==> src/usb_pkg.sv <==
package usb_pkg;

   // register byte offsets on addr_i
   localparam logic [3:0] USB_CCR = 4'd0;
   localparam logic [3:0] USB_RDR = 4'd4;
   localparam logic [3:0] USB_TDR = 4'd8;
   localparam logic [3:0] USB_STA = 4'd12;

   // function select codes, 3 falls back to idle
   localparam logic [1:0] MODE_IDLE     = 2'd0;
   localparam logic [1:0] MODE_SERIAL   = 2'd1;
   localparam logic [1:0] MODE_KEYBOARD = 2'd2;

   // status register bits
   localparam int STA_CONNECTED  = 0;
   localparam int STA_RECV_VALID = 1; // w1c
   localparam int STA_BUSY       = 2;
   localparam int STA_OVERFLOW   = 3; // sticky, w1c

   // TDR word, read differently by each function
   typedef union packed {
      logic [31:0] raw;
      struct packed {
         logic [23:0] unused;
         logic [7:0]  data_byte;
      } ser;
      struct packed {
         logic [15:0] unused;
         logic [7:0]  modifier;
         logic [7:0]  keycode;
      } kbd;
   } tdr_word_t;

endpackage

==> src/usb_if.sv <==
`timescale 1ns/1ns

// register bank <-> function selector
interface usb_ctrl_if;
   import usb_pkg::*;

   logic [1:0] mode;        // next mode, registered in the selector
   logic       send_strobe;
   tdr_word_t  send_word;
   logic       rdr_free;
   logic       flush_ovf;
   logic       up_valid;
   logic [7:0] up_data;
   logic       busy;
   logic       connected;
   logic       overflow;

   modport regs (output mode, send_strobe, send_word, rdr_free, flush_ovf,
                 input  up_valid, up_data, busy, connected, overflow);
   modport sel  (input  mode, send_strobe, send_word, rdr_free, flush_ovf,
                 output up_valid, up_data, busy, connected, overflow);
endinterface

// function selector <-> one device function
interface usb_fn_if;
   import usb_pkg::*;

   logic       fn_rst;
   logic       host_rx_valid;
   logic [7:0] host_rx_data;
   logic       send_strobe;
   tdr_word_t  send_word;
   logic       up_take;
   logic       host_tx_valid;
   logic [7:0] host_tx_data;
   logic       up_valid;
   logic [7:0] up_data;
   logic       busy;
   logic       overflow;

   modport sel (output fn_rst, host_rx_valid, host_rx_data, send_strobe, send_word, up_take,
                input  host_tx_valid, host_tx_data, up_valid, up_data, busy, overflow);
   modport fn  (input  fn_rst, host_rx_valid, host_rx_data, send_strobe, send_word, up_take,
                output host_tx_valid, host_tx_data, up_valid, up_data, busy, overflow);
endinterface

==> src/usb_func_sel.sv <==
`timescale 1ns/1ns

module usb_func_sel #(
   parameter int RX_DEPTH = 4
) (
   input  logic       clk_i,
   input  logic       rst_i,
   usb_ctrl_if.sel    ctrl,
   input  logic       host_rx_valid_i,
   input  logic [7:0] host_rx_data_i,
   output logic       host_tx_valid_o,
   output logic [7:0] host_tx_data_o,
   output logic       dp_pull_o,
   usb_fn_if.sel      ser,
   usb_fn_if.sel      kbd
);
   import usb_pkg::*;

   localparam int FW = $clog2(RX_DEPTH + 1);

   logic [1:0]    mode_q;
   logic [1:0]    fn_en;          // {keyboard, serial}
   logic          ovf_mux;
   logic          ovf_replay_q;
   logic          ser_acc;
   logic [FW-1:0] ser_fill_q;     // serial backlog as seen from here

   always_ff @(posedge clk_i) begin
      if (rst_i) begin
         mode_q       <= MODE_IDLE;
         ovf_replay_q <= 1'b0;
      end else begin
         mode_q       <= ctrl.mode;
         ovf_replay_q <= ovf_mux && ctrl.flush_ovf; // don't lose it on the clear edge
      end
   end

   assign fn_en[0] = (mode_q == MODE_SERIAL);
   assign fn_en[1] = (mode_q == MODE_KEYBOARD);

   assign ser.fn_rst = !fn_en[0];
   assign kbd.fn_rst = !fn_en[1];

   // only the owner sees host bytes and strobes
   assign ser.host_rx_valid = host_rx_valid_i && fn_en[0];
   assign kbd.host_rx_valid = host_rx_valid_i && fn_en[1];
   assign ser.host_rx_data  = host_rx_data_i;
   assign kbd.host_rx_data  = host_rx_data_i;
   assign ser.send_strobe   = ctrl.send_strobe && fn_en[0];
   assign kbd.send_strobe   = ctrl.send_strobe && fn_en[1];
   assign ser.send_word     = ctrl.send_word;
   assign kbd.send_word     = ctrl.send_word;
   assign ser.up_take       = fn_en[0] && ctrl.up_valid && ctrl.rdr_free;
   assign kbd.up_take       = fn_en[1] && ctrl.up_valid && ctrl.rdr_free;

   always_comb begin
      host_tx_valid_o = 1'b0;
      host_tx_data_o  = 8'h00;
      ctrl.up_valid   = 1'b0;
      ctrl.up_data    = 8'h00;
      ctrl.busy       = 1'b0;
      ovf_mux         = 1'b0;
      if (fn_en[0]) begin
         host_tx_valid_o = ser.host_tx_valid;
         host_tx_data_o  = ser.host_tx_data;
         ctrl.up_valid   = ser.up_valid;
         ctrl.up_data    = ser.up_data;
         ctrl.busy       = ser.busy;
         ovf_mux         = ser.overflow;
      end else if (fn_en[1]) begin
         host_tx_valid_o = kbd.host_tx_valid;
         host_tx_data_o  = kbd.host_tx_data;
         ctrl.up_valid   = kbd.up_valid;
         ctrl.up_data    = kbd.up_data;
         ctrl.busy       = kbd.busy;
         ovf_mux         = kbd.overflow;
      end
   end

   assign ctrl.overflow  = ovf_mux || ovf_replay_q;
   assign ctrl.connected = |fn_en;
   assign dp_pull_o      = ctrl.connected;

   assign ser_acc = ser.host_rx_valid && !ser.overflow;

   always_ff @(posedge clk_i) begin
      if (rst_i || ser.fn_rst) begin
         ser_fill_q <= '0;
      end else begin
         case ({ser_acc, ser.up_take})
            2'b10:   ser_fill_q <= ser_fill_q + 1'b1;
            2'b01:   ser_fill_q <= ser_fill_q - 1'b1;
            default: ser_fill_q <= ser_fill_q;
         endcase
      end
   end

   // serial only drops when its FIFO really is full
   a_ser_ovf: assert property (@(posedge clk_i) disable iff (rst_i)
      ser.overflow |-> (ser_fill_q == FW'(RX_DEPTH)) && !ser.up_take);

endmodule

==> src/usb_keyboard_fn.sv <==
`timescale 1ns/1ns

module usb_keyboard_fn (
   input logic  clk_i,
   usb_fn_if.fn bus
);

   logic       tx_valid_q;
   logic       key_next_q;  // keycode goes out next
   logic       last_vld_q;
   logic       hold_vld_q;
   logic [7:0] tx_data_q;
   logic [7:0] last_mod_q;
   logic [7:0] last_key_q;
   logic [7:0] hold_q;
   logic       start;

   // only a changed report, or the first one, goes to the host
   assign start = bus.send_strobe && !tx_valid_q &&
                  (!last_vld_q ||
                   bus.send_word.kbd.modifier != last_mod_q ||
                   bus.send_word.kbd.keycode != last_key_q);

   always_ff @(posedge clk_i) begin
      if (bus.fn_rst) begin
         tx_valid_q <= 1'b0;
         key_next_q <= 1'b0;
         last_vld_q <= 1'b0;
         hold_vld_q <= 1'b0;
      end else begin
         hold_vld_q <= bus.host_rx_valid; // lost if RDR is not free next edge
         if (start) begin
            tx_valid_q <= 1'b1;
            key_next_q <= 1'b1;
            last_vld_q <= 1'b1;
         end else if (key_next_q) begin
            key_next_q <= 1'b0;
         end else begin
            tx_valid_q <= 1'b0;
         end
      end
   end

   always_ff @(posedge clk_i) begin
      if (start) begin
         last_mod_q <= bus.send_word.kbd.modifier;
         last_key_q <= bus.send_word.kbd.keycode;
         tx_data_q  <= bus.send_word.kbd.modifier;
      end else if (key_next_q) begin
         tx_data_q <= last_key_q;
      end
      if (bus.host_rx_valid)
         hold_q <= bus.host_rx_data; // LED byte
   end

   assign bus.host_tx_valid = tx_valid_q;
   assign bus.host_tx_data  = tx_data_q;
   assign bus.busy          = tx_valid_q;
   assign bus.up_valid      = hold_vld_q;
   assign bus.up_data       = hold_q;
   assign bus.overflow      = 1'b0;

endmodule

==> src/usb_periph.sv <==
`timescale 1ns/1ns

module usb_periph #(
   parameter int RX_DEPTH = 4
) (
   input  logic        clk_i,
   input  logic        rst_i,
   input  logic        write_i,
   input  logic [3:0]  data_be_i,
   input  logic [3:0]  addr_i,
   input  logic [31:0] wdata_i,
   output logic [31:0] rdata_o,
   input  logic        host_rx_valid_i,
   input  logic [7:0]  host_rx_data_i,
   output logic        host_tx_valid_o,
   output logic [7:0]  host_tx_data_o,
   output logic        dp_pull_o
);

   usb_ctrl_if ctrl_if ();
   usb_fn_if   ser_if ();
   usb_fn_if   kbd_if ();

   usb_regs u_regs (
      .clk_i     (clk_i),
      .rst_i     (rst_i),
      .write_i   (write_i),
      .data_be_i (data_be_i),
      .addr_i    (addr_i),
      .wdata_i   (wdata_i),
      .rdata_o   (rdata_o),
      .ctrl      (ctrl_if)
   );

   usb_func_sel #(.RX_DEPTH(RX_DEPTH)) u_sel (
      .clk_i           (clk_i),
      .rst_i           (rst_i),
      .ctrl            (ctrl_if),
      .host_rx_valid_i (host_rx_valid_i),
      .host_rx_data_i  (host_rx_data_i),
      .host_tx_valid_o (host_tx_valid_o),
      .host_tx_data_o  (host_tx_data_o),
      .dp_pull_o       (dp_pull_o),
      .ser             (ser_if),
      .kbd             (kbd_if)
   );

   usb_serial_fn #(.RX_DEPTH(RX_DEPTH)) u_serial (
      .clk_i (clk_i),
      .bus   (ser_if)
   );

   usb_keyboard_fn u_keyboard (
      .clk_i (clk_i),
      .bus   (kbd_if)
   );

endmodule

==> src/usb_regs.sv <==
`timescale 1ns/1ns

module usb_regs (
   input  logic        clk_i,
   input  logic        rst_i,
   input  logic        write_i,
   input  logic [3:0]  data_be_i,
   input  logic [3:0]  addr_i,
   input  logic [31:0] wdata_i,
   output logic [31:0] rdata_o,
   usb_ctrl_if.regs    ctrl
);
   import usb_pkg::*;

   logic [3:0] reg_addr;
   logic       wr_ccr;
   logic       wr_tdr;
   logic       wr_sta;
   logic [1:0] ccr_q;
   logic [1:0] ccr_nxt;
   tdr_word_t  tdr_q;
   tdr_word_t  tdr_nxt;
   logic [7:0] rdr_q;
   logic       recv_valid_q;
   logic       ovf_q;
   logic       clr_recv;
   logic       rdr_load;
   logic [3:0] sta;

   assign reg_addr = {addr_i[3:2], 2'b00}; // word decode only
   assign wr_ccr   = write_i && (reg_addr == USB_CCR);
   assign wr_tdr   = write_i && (reg_addr == USB_TDR);
   assign wr_sta   = write_i && (reg_addr == USB_STA);

   // byte-enabled merge of CCR and TDR
   always_comb begin
      ccr_nxt = ccr_q;
      tdr_nxt = tdr_q;
      if (wr_ccr && data_be_i[0])
         ccr_nxt = wdata_i[1:0];
      for (int i = 0; i < 4; i++) begin
         if (wr_tdr && data_be_i[i])
            tdr_nxt.raw[8*i +: 8] = wdata_i[8*i +: 8];
      end
   end

   assign clr_recv = wr_sta && data_be_i[0] && wdata_i[STA_RECV_VALID];
   assign rdr_load = ctrl.up_valid && ctrl.rdr_free; // upward transfer

   assign ctrl.mode        = ccr_nxt;       // selector registers it at this edge
   assign ctrl.send_word   = tdr_nxt;
   assign ctrl.send_strobe = wr_tdr && !ctrl.busy;
   assign ctrl.rdr_free    = !recv_valid_q;
   assign ctrl.flush_ovf   = wr_sta && data_be_i[0] && wdata_i[STA_OVERFLOW];

   always_ff @(posedge clk_i) begin
      if (rst_i) begin
         ccr_q        <= MODE_IDLE;
         rdr_q        <= 8'h00;
         recv_valid_q <= 1'b0;
         ovf_q        <= 1'b0;
      end else begin
         ccr_q <= ccr_nxt;
         if (rdr_load) begin
            rdr_q        <= ctrl.up_data;
            recv_valid_q <= 1'b1;
         end else if (clr_recv) begin
            recv_valid_q <= 1'b0;
         end
         if (ctrl.flush_ovf)
            ovf_q <= 1'b0; // a clashing overflow comes back a cycle later
         else if (ctrl.overflow)
            ovf_q <= 1'b1;
      end
   end

   always_ff @(posedge clk_i) begin
      tdr_q <= tdr_nxt;
   end

   always_comb begin
      sta                 = '0;
      sta[STA_CONNECTED]  = ctrl.connected;
      sta[STA_RECV_VALID] = recv_valid_q;
      sta[STA_BUSY]       = ctrl.busy;
      sta[STA_OVERFLOW]   = ovf_q;
   end

   always_comb begin
      case (reg_addr)
         USB_CCR: rdata_o = {30'b0, ccr_q};
         USB_RDR: rdata_o = {24'b0, rdr_q};
         USB_TDR: rdata_o = tdr_q.raw;
         default: rdata_o = {28'b0, sta};
      endcase
   end

endmodule

==> src/usb_serial_fn.sv <==
`timescale 1ns/1ns

module usb_serial_fn #(
   parameter int RX_DEPTH = 4
) (
   input logic  clk_i,
   usb_fn_if.fn bus
);

   localparam int AW = (RX_DEPTH > 1) ? $clog2(RX_DEPTH) : 1;
   localparam int CW = $clog2(RX_DEPTH + 1);

   logic [7:0]    mem [RX_DEPTH];
   logic [AW-1:0] wr_ptr_q;
   logic [AW-1:0] rd_ptr_q;
   logic [CW-1:0] count_q;
   logic          full;
   logic          push;
   logic          pop;
   logic          tx_valid_q;
   logic [7:0]    tx_data_q;

   function automatic logic [AW-1:0] inc_ptr(input logic [AW-1:0] p);
      return (p == AW'(RX_DEPTH - 1)) ? '0 : p + 1'b1;
   endfunction

   assign full = (count_q == CW'(RX_DEPTH));
   assign pop  = bus.up_take;                       // only ever with up_valid
   assign push = bus.host_rx_valid && (!full || pop); // a pop makes room this edge

   assign bus.overflow = bus.host_rx_valid && full && !pop;

   always_ff @(posedge clk_i) begin
      if (bus.fn_rst) begin
         wr_ptr_q   <= '0;
         rd_ptr_q   <= '0;
         count_q    <= '0;
         tx_valid_q <= 1'b0;
      end else begin
         if (push)
            wr_ptr_q <= inc_ptr(wr_ptr_q);
         if (pop)
            rd_ptr_q <= inc_ptr(rd_ptr_q);
         case ({push, pop})
            2'b10:   count_q <= count_q + 1'b1;
            2'b01:   count_q <= count_q - 1'b1;
            default: count_q <= count_q;
         endcase
         tx_valid_q <= bus.send_strobe; // one byte per TDR write
      end
   end

   always_ff @(posedge clk_i) begin
      if (push)
         mem[wr_ptr_q] <= bus.host_rx_data;
      if (bus.send_strobe)
         tx_data_q <= bus.send_word.ser.data_byte;
   end

   assign bus.up_valid      = (count_q != '0);
   assign bus.up_data       = mem[rd_ptr_q];
   assign bus.host_tx_valid = tx_valid_q;
   assign bus.host_tx_data  = tx_data_q;
   assign bus.busy          = 1'b0;

   a_fifo_count: assert property (@(posedge clk_i) disable iff (bus.fn_rst)
      count_q <= CW'(RX_DEPTH));

endmodule
==> config.mk <==
export PLATFORM = sky130hd
export DESIGN_NAME = usb_periph
export DESIGN_NICKNAME = d
export VERILOG_FILES = /design/src/usb_pkg.sv /design/src/usb_if.sv /design/src/usb_func_sel.sv /design/src/usb_keyboard_fn.sv /design/src/usb_periph.sv /design/src/usb_regs.sv /design/src/usb_serial_fn.sv
export SDC_FILE = /design/constraint.sdc
export NUM_CORES = 1
export LEC_CHECK = 0
export BUFFER_PORTS_ARGS = -buffer_cell sky130_fd_sc_hd__buf_4
export CAP_MARGIN = 10
export CORE_ASPECT_RATIO = 1.5
export CORE_MARGIN = 10
export CORE_UTILIZATION = 39
export DETAILED_ROUTE_END_ITERATION = 7
export GPL_TIMING_DRIVEN = 0
export SETUP_SLACK_MARGIN = 0.4
export SYNTH_ARGS = -nofsm -noshare
export SYNTH_HDL_FRONTEND = slang
export SYNTH_SLANG_ARGS = --single-unit
==> constraint.sdc <==
create_clock -name clk_i -period 8.8 [get_ports clk_i]
set_input_delay 1.32 -clock clk_i [delete_from_list [all_inputs] [get_ports clk_i]]
set_output_delay 1.32 -clock clk_i [all_outputs]
set_load 0.02 [all_outputs]
==> metrics.md, run 1 <==
| Metric | Value |
|---|---|
| Status | `complete, no violations` |
| Final worst setup slack | `4.61 ns` |
| Count of final max-slew check failures | `0` |
| Minimum clock period | `4.19 ns` |
| Final instance area | `0.00707 mm2` |
| Die Y | `166 um` |
| Slew @ Worst Pin | `0.796 ns` |
| Via Count | `3455` |
| Seq/Total Area, Yosys | `63.4%` |
| Drt pass-1 iters | `4` |
| Endpoints failing hold | `0` |
| 1st-iter DRT viols | `169` |
| Critical Path Fanout Max | `10` |
| Data arrival, critical path | `2.87 ns` |
| Setup violations, final | `0` |
| CTS tree | `yes` |
| Maxcap violations | `0` |
| Number of fill cells | `1206` |
| Largest net degree at the start of global routing | `26` |
| Predominant post-synthesis flop cell | `edfxtp_1` |
| Net Count, Synth | `451` |
| Vias/cell | `4.91` |
| First-pass GRT wire length | `19.8 mm` |
| Die area | `0.0194 mm2` |
| Post-DP Area | `0.00644 mm2` |
| Static Leakage | `2.63 nW` |
| GRT Total Usage | `13.5%` |
| Setup repair bufs after CTS | `0` |
| Initial antenna violation count | `0` |
| Fmax | `239 MHz` |
| Worst setup path category | `in -> out` |
| Startpoint types | `primary input` |
| HPWL Detailed | `9.71 mm` |
| Num rows | `53` |
| FF-to-FF setup slack | `5.17 ns` |
| Setup TNS | `0 ns` |
| Pwr per Cell Area | `223 mW/mm2` |
| Final #Nets | `560` |
| Min-delay worst type | `reg -> reg` |
| CTS Hold Buffers Added | `0` |
| FF-to-FF End | `u_serial.count_q[2]$_SDFFE_PN0P_` |
| Leading post-synthesis cells by cell area | `edfxtp_1, dfxtp_1, mux4_2, and2_1, mux2_2` |
| Final WL | `13.1 mm` |
| Combinational Power Share | `8.3%` |
| Area leader, netlist | `edfxtp_1` |
| Worst-Skew Late Latency | `0.42 ns` |
| Die width | `117 um` |
| Clock Sink Count | `131` |
| RePlAce Congestion | `0.771` |
| Clock slew seen by the registers of the worst setup and hold paths | `0.06 ns` |
| Deepest clock path buffer count | `2` |
| Yosys reg bits | `131` |
| Antenna cells | `0` |
| Sw Pwr | `0.000354 W` |
| Number of nets still failing antenna checks after routing | `0` |
| Crit path required time | `7.48 ns` |
| Clock Skew | `0.00704 ns` |
| Initial core utilization | `39.5%` |
| Hold Slack | `0.453 ns` |
| Core area | `0.0140 mm2` |
| Synth Instances | `390` |
| Hold path depth | `1` |
| Crit share post-route | `47.6%` |
| Netlist cell types | `49` |
| Yosys warning count | `0` |
| DRC errors left | `0` |
| I/O Pins | `94` |
| Hold wc startpoint | `u_keyboard.last_vld_q$_SDFFE_PP0P_` |
| Synth-to-layout area growth | `28.0%` |
| Post-synth EDFFs | `88` |
| Crit end category | `output pin` |
| Hold Crit Endpoint | `u_keyboard.last_vld_q$_SDFFE_PP0P_` |
| Switching Fraction | `22.5%` |
| RSZ-0062 raised after global routing | `false` |
| Sequential Power Share | `44.3%` |
| Vias in the first global route | `3617` |
| Max VDD drop | `0.000141 V` |
| Post-Place Worst Slack | `4.54 ns` |
| Avg WL per Cell | `18.6 um` |
| I/O Buffers | `90` |
| Total CTS buffers | `17` |
| Clock Power Share | `47.4%` |
| Post-synthesis async set-or-reset flop share | `0%` |
| Synth Cell Area | `0.00553 mm2` |
| Pint | `0.00122 W` |
| Critical R2R Launch | `u_sel.mode_q[0]$_SDFFE_PP0P_` |
| Synth Area per Inst | `14.2 um2` |
| Htree depth | `4` |
| CTS root buf | `clkbuf_16` |
| Ratio of cells with drive above 1 in the final layout | `32.4%` |
| Slew headroom | `47.0%` |
| Gr ovfl total | `0` |
| Post-CTS sizing | `0` |
| Reg2Reg Depth | `13` |
| Post-synth top area share | `47.8%` |
[cell type report]
cell class / instances / area (um2) / area share (%)
inverters: 17 / 63.8 / 0.902
plain buffers: 18 / 85.1 / 1.20
flip-flops and latches: 131 / 3500 / 49.5
clock inverters: 14 / 200 / 2.83
well taps: 192 / 240 / 3.40
clock buffers: 18 / 429 / 6.07
multi-input cells: 224 / 1880 / 26.5
repair buffers: 90 / 676 / 9.55
[synthesized netlist by cell type, types with 3 or more instances]
cell type	count
inv_1	17
nor2_1	17
a211oi_1	9
mux2i_1	3
and3_1	4
edfxtp_1	88
a22o_1	15
and2_1	33
a21oi_1	8
mux2_2	18
xor2_1	15
clkbuf_1	13
mux4_2	10
nor3_1	5
nand3_1	3
nor2b_1	6
mux2_4	6
dfxtp_1	43
xnor2_1	9
ha_1	8
a22oi_1	9
nand2b_1	3
o21ai_0	6
nand4b_1	3
nand2_1	11
[critical path: stages]
cell and delay (ns):
buf_4 0.12, buf_2 0.19, nor2b_1 0.33, clkbuf_1 0.50, a22o_1 0.26, buf_4 0.14
[logic make-up after synthesis]
family | count (synthesis) | synth area share [%]
mux | 37 | 9.91
buf+inv | 35 | 2.69
xor+xnor | 24 | 3.80
fa+ha+maj | 9 | 2.17
compound gates | 61 | 8.56
simple gates | 93 | 9.48
flops | 131 | 63.4
[cell usage in the layout (no fill, tap or decap), types with 8 or more instances in the layout]
cell,netlist,final
and2_1,33,33
xor2_1,15,15
nand2_1,11,11
ha_1,8,8
xnor2_1,9,9
clkbuf_16,0,17
mux4_2,10,10
a22oi_1,9,9
mux2_2,18,18
dfxtp_1,43,43
a21oi_1,8,8
nor2_1,17,17
edfxtp_1,88,88
clkbuf_1,13,14
a211oi_1,9,9
buf_4,2,92
inv_1,17,17
a22o_1,15,15
[power by group through the flow]
stage	clock network [W]	registers (W)	logic (W)
after global routing	0.000786	0.000703	0.000142
final	0.000748	0.000700	0.000130
after floorplan	0	0.000708	0.0000757
after global placement	0	0.000712	0.000129
after CTS	0.000759	0.000700	0.000132
after detailed placement	0	0.000713	0.000132
[how the worst max path moves through the flow]
stage                     slack (ns)  startpoint    endpoint  cells past startpoint
after floorplan                 5.22   addr_i[3]  rdata_o[4]                      4
after global placement          4.57   addr_i[2]  rdata_o[4]                      6
after detailed placement        4.54   addr_i[2]  rdata_o[4]                      6
after CTS                       4.54   addr_i[2]  rdata_o[4]                      6
after global routing            4.45   addr_i[2]  rdata_o[4]                      6
final                           4.61   addr_i[2]  rdata_o[4]                      6
[stage by stage]
| stage | util, % | power, W | instances |
|---|---|---|---|
| 6_report | 50.5 | 0.00158 | 704 |
| 5_1_grt | 50.5 | 0.00163 | 704 |
| 4_1_cts | 50.5 | 0.00159 | 704 |
| 3_5_place_dp | 46.1 | 0.000845 | 672 |
| 3_3_place_gp | 46.1 | 0.000842 | 672 |
| 2_1_floorplan | - | 0.000783 | 390 |
[sequential cells by signal (all words and copies together), names as in the netlist, named ones only]
name and count:
u_sel.mode_q 2, u_serial.rd_ptr_q 2, u_regs.tdr_q 32, u_keyboard.last_vld_q 1, u_serial.bus.host_tx_valid 1, u_sel.ovf_replay_q 1, u_keyboard.bus.up_data 8, u_serial.wr_ptr_q 2
u_keyboard.last_key_q 8, u_keyboard.bus.host_tx_data 8, u_serial.count_q 3, u_keyboard.bus.up_valid 1, u_keyboard.last_mod_q 8, u_serial.mem 32, u_regs.rdr_q 8, u_keyboard.key_next_q 1
u_regs.ovf_q 1, u_regs.recv_valid_q 1, u_keyboard.bus.busy 1, u_serial.bus.host_tx_data 8
[layer usage]
layer  part of all wire (%)  GRT usage, %
met1                     39          14.3
met2                     55          24.5
met3                    6.0          4.84
met4                   0.63          3.29
met5                      0             0
No activity file was read; power rests on OpenSTA's default activity.
==> run 2, diff against run 1 <==
==> constraint.sdc (replaced) <==
create_clock -name clk_i -period 4 [get_ports clk_i]
set_input_delay 0.6 -clock clk_i [delete_from_list [all_inputs] [get_ports clk_i]]
set_output_delay 0.6 -clock clk_i [all_outputs]
set_load 0.02 [all_outputs]
==> metrics.md, run 2 (synthesized netlist as in run 1, its figures left out) <==
| Metric | Value |
|---|---|
| Status | `complete, no violations` |
| Count of final max-slew check failures | `0` |
| Via Count | `3442` |
| Num rows | `53` |
| Min-delay worst type | `in -> reg` |
| Max VDD drop | `0.000309 V` |
| Worst setup path category | `reg -> reg` |
| Gr ovfl total | `0` |
| Switching Fraction | `22.4%` |
| Htree depth | `4` |
| Crit path required time | `4.33 ns` |
| Number of nets still failing antenna checks after routing | `0` |
| Ratio of cells with drive above 1 in the final layout | `32.8%` |
| Drt pass-1 iters | `4` |
| CP max-delay cell | `fa_1` |
| Maxcap violations | `0` |
| Clock slew seen by the registers of the worst setup and hold paths | `0.06 ns` |
| 1st-iter DRT viols | `171` |
| Final WL | `13.1 mm` |
| Footprint of the multi-input gates | `0.00188 mm2` |
| Die width | `117 um` |
| RSZ-0062 raised after global routing | `false` |
| HPWL Detailed | `9.71 mm` |
| Met2 usage in global routing | `24.5%` |
| Critical R2R Launch | `u_sel.mode_q[0]$_SDFFE_PP0P_` |
| First-pass GRT wire length | `19.8 mm` |
| Sw Pwr | `0.000779 W` |
| Deepest clock path buffer count | `2` |
| CTS root buf | `clkbuf_16` |
| Combinational Power Share | `8.2%` |
| Reg2Reg Depth | `13` |
| Worst Setup SP | `u_sel.mode_q[0]$_SDFFE_PP0P_` |
| Final #Nets | `560` |
| Startpoint types | `register` |
| Clock Sink Count | `131` |
| DRC errors left | `0` |
| Die Y | `166 um` |
| Number of fill cells | `1206` |
| Met1 Usage GRT | `14.3%` |
| Core area | `0.0140 mm2` |
| Sequential Power Share | `44.3%` |
| Most frequent cells in the layout | `buf_4, edfxtp_1, dfxtp_1, and2_1, mux2_2` |
| Most common cell after layout, fill and taps aside | `buf_4` |
| I/O Buffers | `90` |
| RePlAce Congestion | `0.771` |
| Initial antenna violation count | `0` |
| Die area | `0.0194 mm2` |
| Clock Power Share | `47.4%` |
| Antenna cells | `0` |
| Data arrival, critical path | `3.63 ns` |
| Final instance area | `0.00708 mm2` |
| Crit path capture | `u_serial.count_q[2]$_SDFFE_PN0P_` |
| Cell family with most CP delay | `adder cells` |
| Static Leakage | `2.64 nW` |
| CTS Hold Buffers Added | `0` |
| Power, Total | `0.00347 W` |
| Endpoints failing hold | `0` |
| Fmax | `304 MHz` |
| Minimum clock period | `3.29 ns` |
| Total CTS buffers | `17` |
| CTS tree | `yes` |
| Largest net degree at the start of global routing | `26` |
| GRT Total Usage | `13.5%` |
| Pwr per Cell Area | `491 mW/mm2` |
| Crit share post-route | `82.4%` |
| FF-to-FF End | `u_serial.count_q[2]$_SDFFE_PN0P_` |
| Setup TNS | `0 ns` |
| Initial core utilization | `39.5%` |
| Vias in the first global route | `3621` |
| Synth-to-layout area growth | `28.0%` |
| Setup violations, final | `0` |
| Post-DP Area | `0.00644 mm2` |
| Critical path depth in cells | `13` |
| CP Buf/Inv Count | `4` |
| Slew headroom | `47.3%` |
| Top flop regs | `u_regs.tdr_q: 32 flops, u_serial.mem: 32 flops` |
| Register area | `0.00350 mm2` |
| Critical-path cell list | `inv_1, ha_1, a21oi_1, a211oi_1, clkbuf_2, clkbuf_2, and2_1, ha_1, inv_1, fa_1, xor2_1, or3_1, a21boi_0` |
| Critical Path Fanout Max | `10` |
| Slew @ Worst Pin | `0.791 ns` |
| Pint | `0.00269 W` |
| Worst-Skew Late Latency | `0.41 ns` |
| Setup repair bufs after CTS | `0` |
| Slowest stage delay, CP | `0.43 ns` |
| Crit end category | `register` |
| Avg WL per Cell | `18.6 um` |
| Grt peak-use layer | `met2` |
| Grt met3 use | `4.84%` |
| Vias/cell | `4.89` |
| FF-to-FF setup slack | `0.71 ns` |
| I/O Pins | `94` |
| Clock Skew | `0.00940 ns` |
-- run 2: cell counts in the layout (fill, tap and decap cells not counted) --
No cell type changed its count.
-- run 2: per-stage QoR --
stage / util (%) / worst slack (ns) / hold WS [ns] / std cells
4_1_cts: 50.6 / 0.510 / 0.347 / 704
5_1_grt: 50.6 / 0.418 / 0.336 / 704
3_3_place_gp: 46.1 / 0.449 / 0.440 / 672
3_5_place_dp: 46.1 / 0.376 / 0.443 / 672
2_1_floorplan: - / 0.958 / 0.427 / 390
6_report: 50.6 / 0.706 / 0.358 / 704
-- run 2: area by class of cell --
| type | count | area share [%] |
|---|---|---|
| plain buffers | 18 | 1.24 |
| clock buffers | 18 | 6.07 |
| clock inverters | 14 | 2.83 |
| inverters | 17 | 0.902 |
| multi-input cells | 224 | 26.5 |
| flip-flops and latches | 131 | 49.5 |
| well taps | 192 | 3.40 |
| repair buffers | 90 | 9.55 |
-- run 2: worst min path at each step --
stage | startpoint | endpoint | slack, ns | cells after the start
finish | wdata_i[18] | u_regs.tdr_q[18]$_DFFE_PP_ | 0.36 | 1
global route | wdata_i[17] | u_regs.tdr_q[17]$_DFFE_PP_ | 0.34 | 1
CTS | wdata_i[28] | u_regs.tdr_q[28]$_DFFE_PP_ | 0.35 | 1
detailed placement | u_keyboard.last_vld_q$_SDFFE_PP0P_ | u_keyboard.last_vld_q$_SDFFE_PP0P_ | 0.44 | 1
global placement | u_keyboard.last_vld_q$_SDFFE_PP0P_ | u_keyboard.last_vld_q$_SDFFE_PP0P_ | 0.44 | 1
floorplan | u_keyboard.last_vld_q$_SDFFE_PP0P_ | u_keyboard.last_vld_q$_SDFFE_PP0P_ | 0.43 | 1
-- run 2: layer usage --
layer / routed length, um / share of wire, %
met1: 5080 / 39
met2: 7150 / 55
met3: 779 / 6.0
met4: 82 / 0.63
met5: 0 / 0
-- run 2: power groups by stage --
stage	clock network (W)	logic (W)	registers [W]
after floorplan	0	0.000167	0.00156
after global placement	0	0.000285	0.00157
after detailed placement	0	0.000289	0.00157
after CTS	0.00167	0.000291	0.00154
after global routing	0.00173	0.000311	0.00155
final	0.00165	0.000286	0.00154
-- run 2: worst reg2reg max path: stages, from the launching register on --
cell	delay (ns)
dfxtp_1	0.33
inv_1	0.07
ha_1	0.30
a21oi_1	0.11
a211oi_1	0.35
clkbuf_2	0.31
clkbuf_2	0.29
and2_1	0.17
ha_1	0.17
inv_1	0.07
fa_1	0.43
xor2_1	0.16
or3_1	0.30
a21boi_0	0.17
-- run 2: timing repair --
action                                  4_1_cts  5_1_grt
gates resized for setup                       1        2
hold endpoints to repair                      0        0
endpoints found under the setup margin        1        1
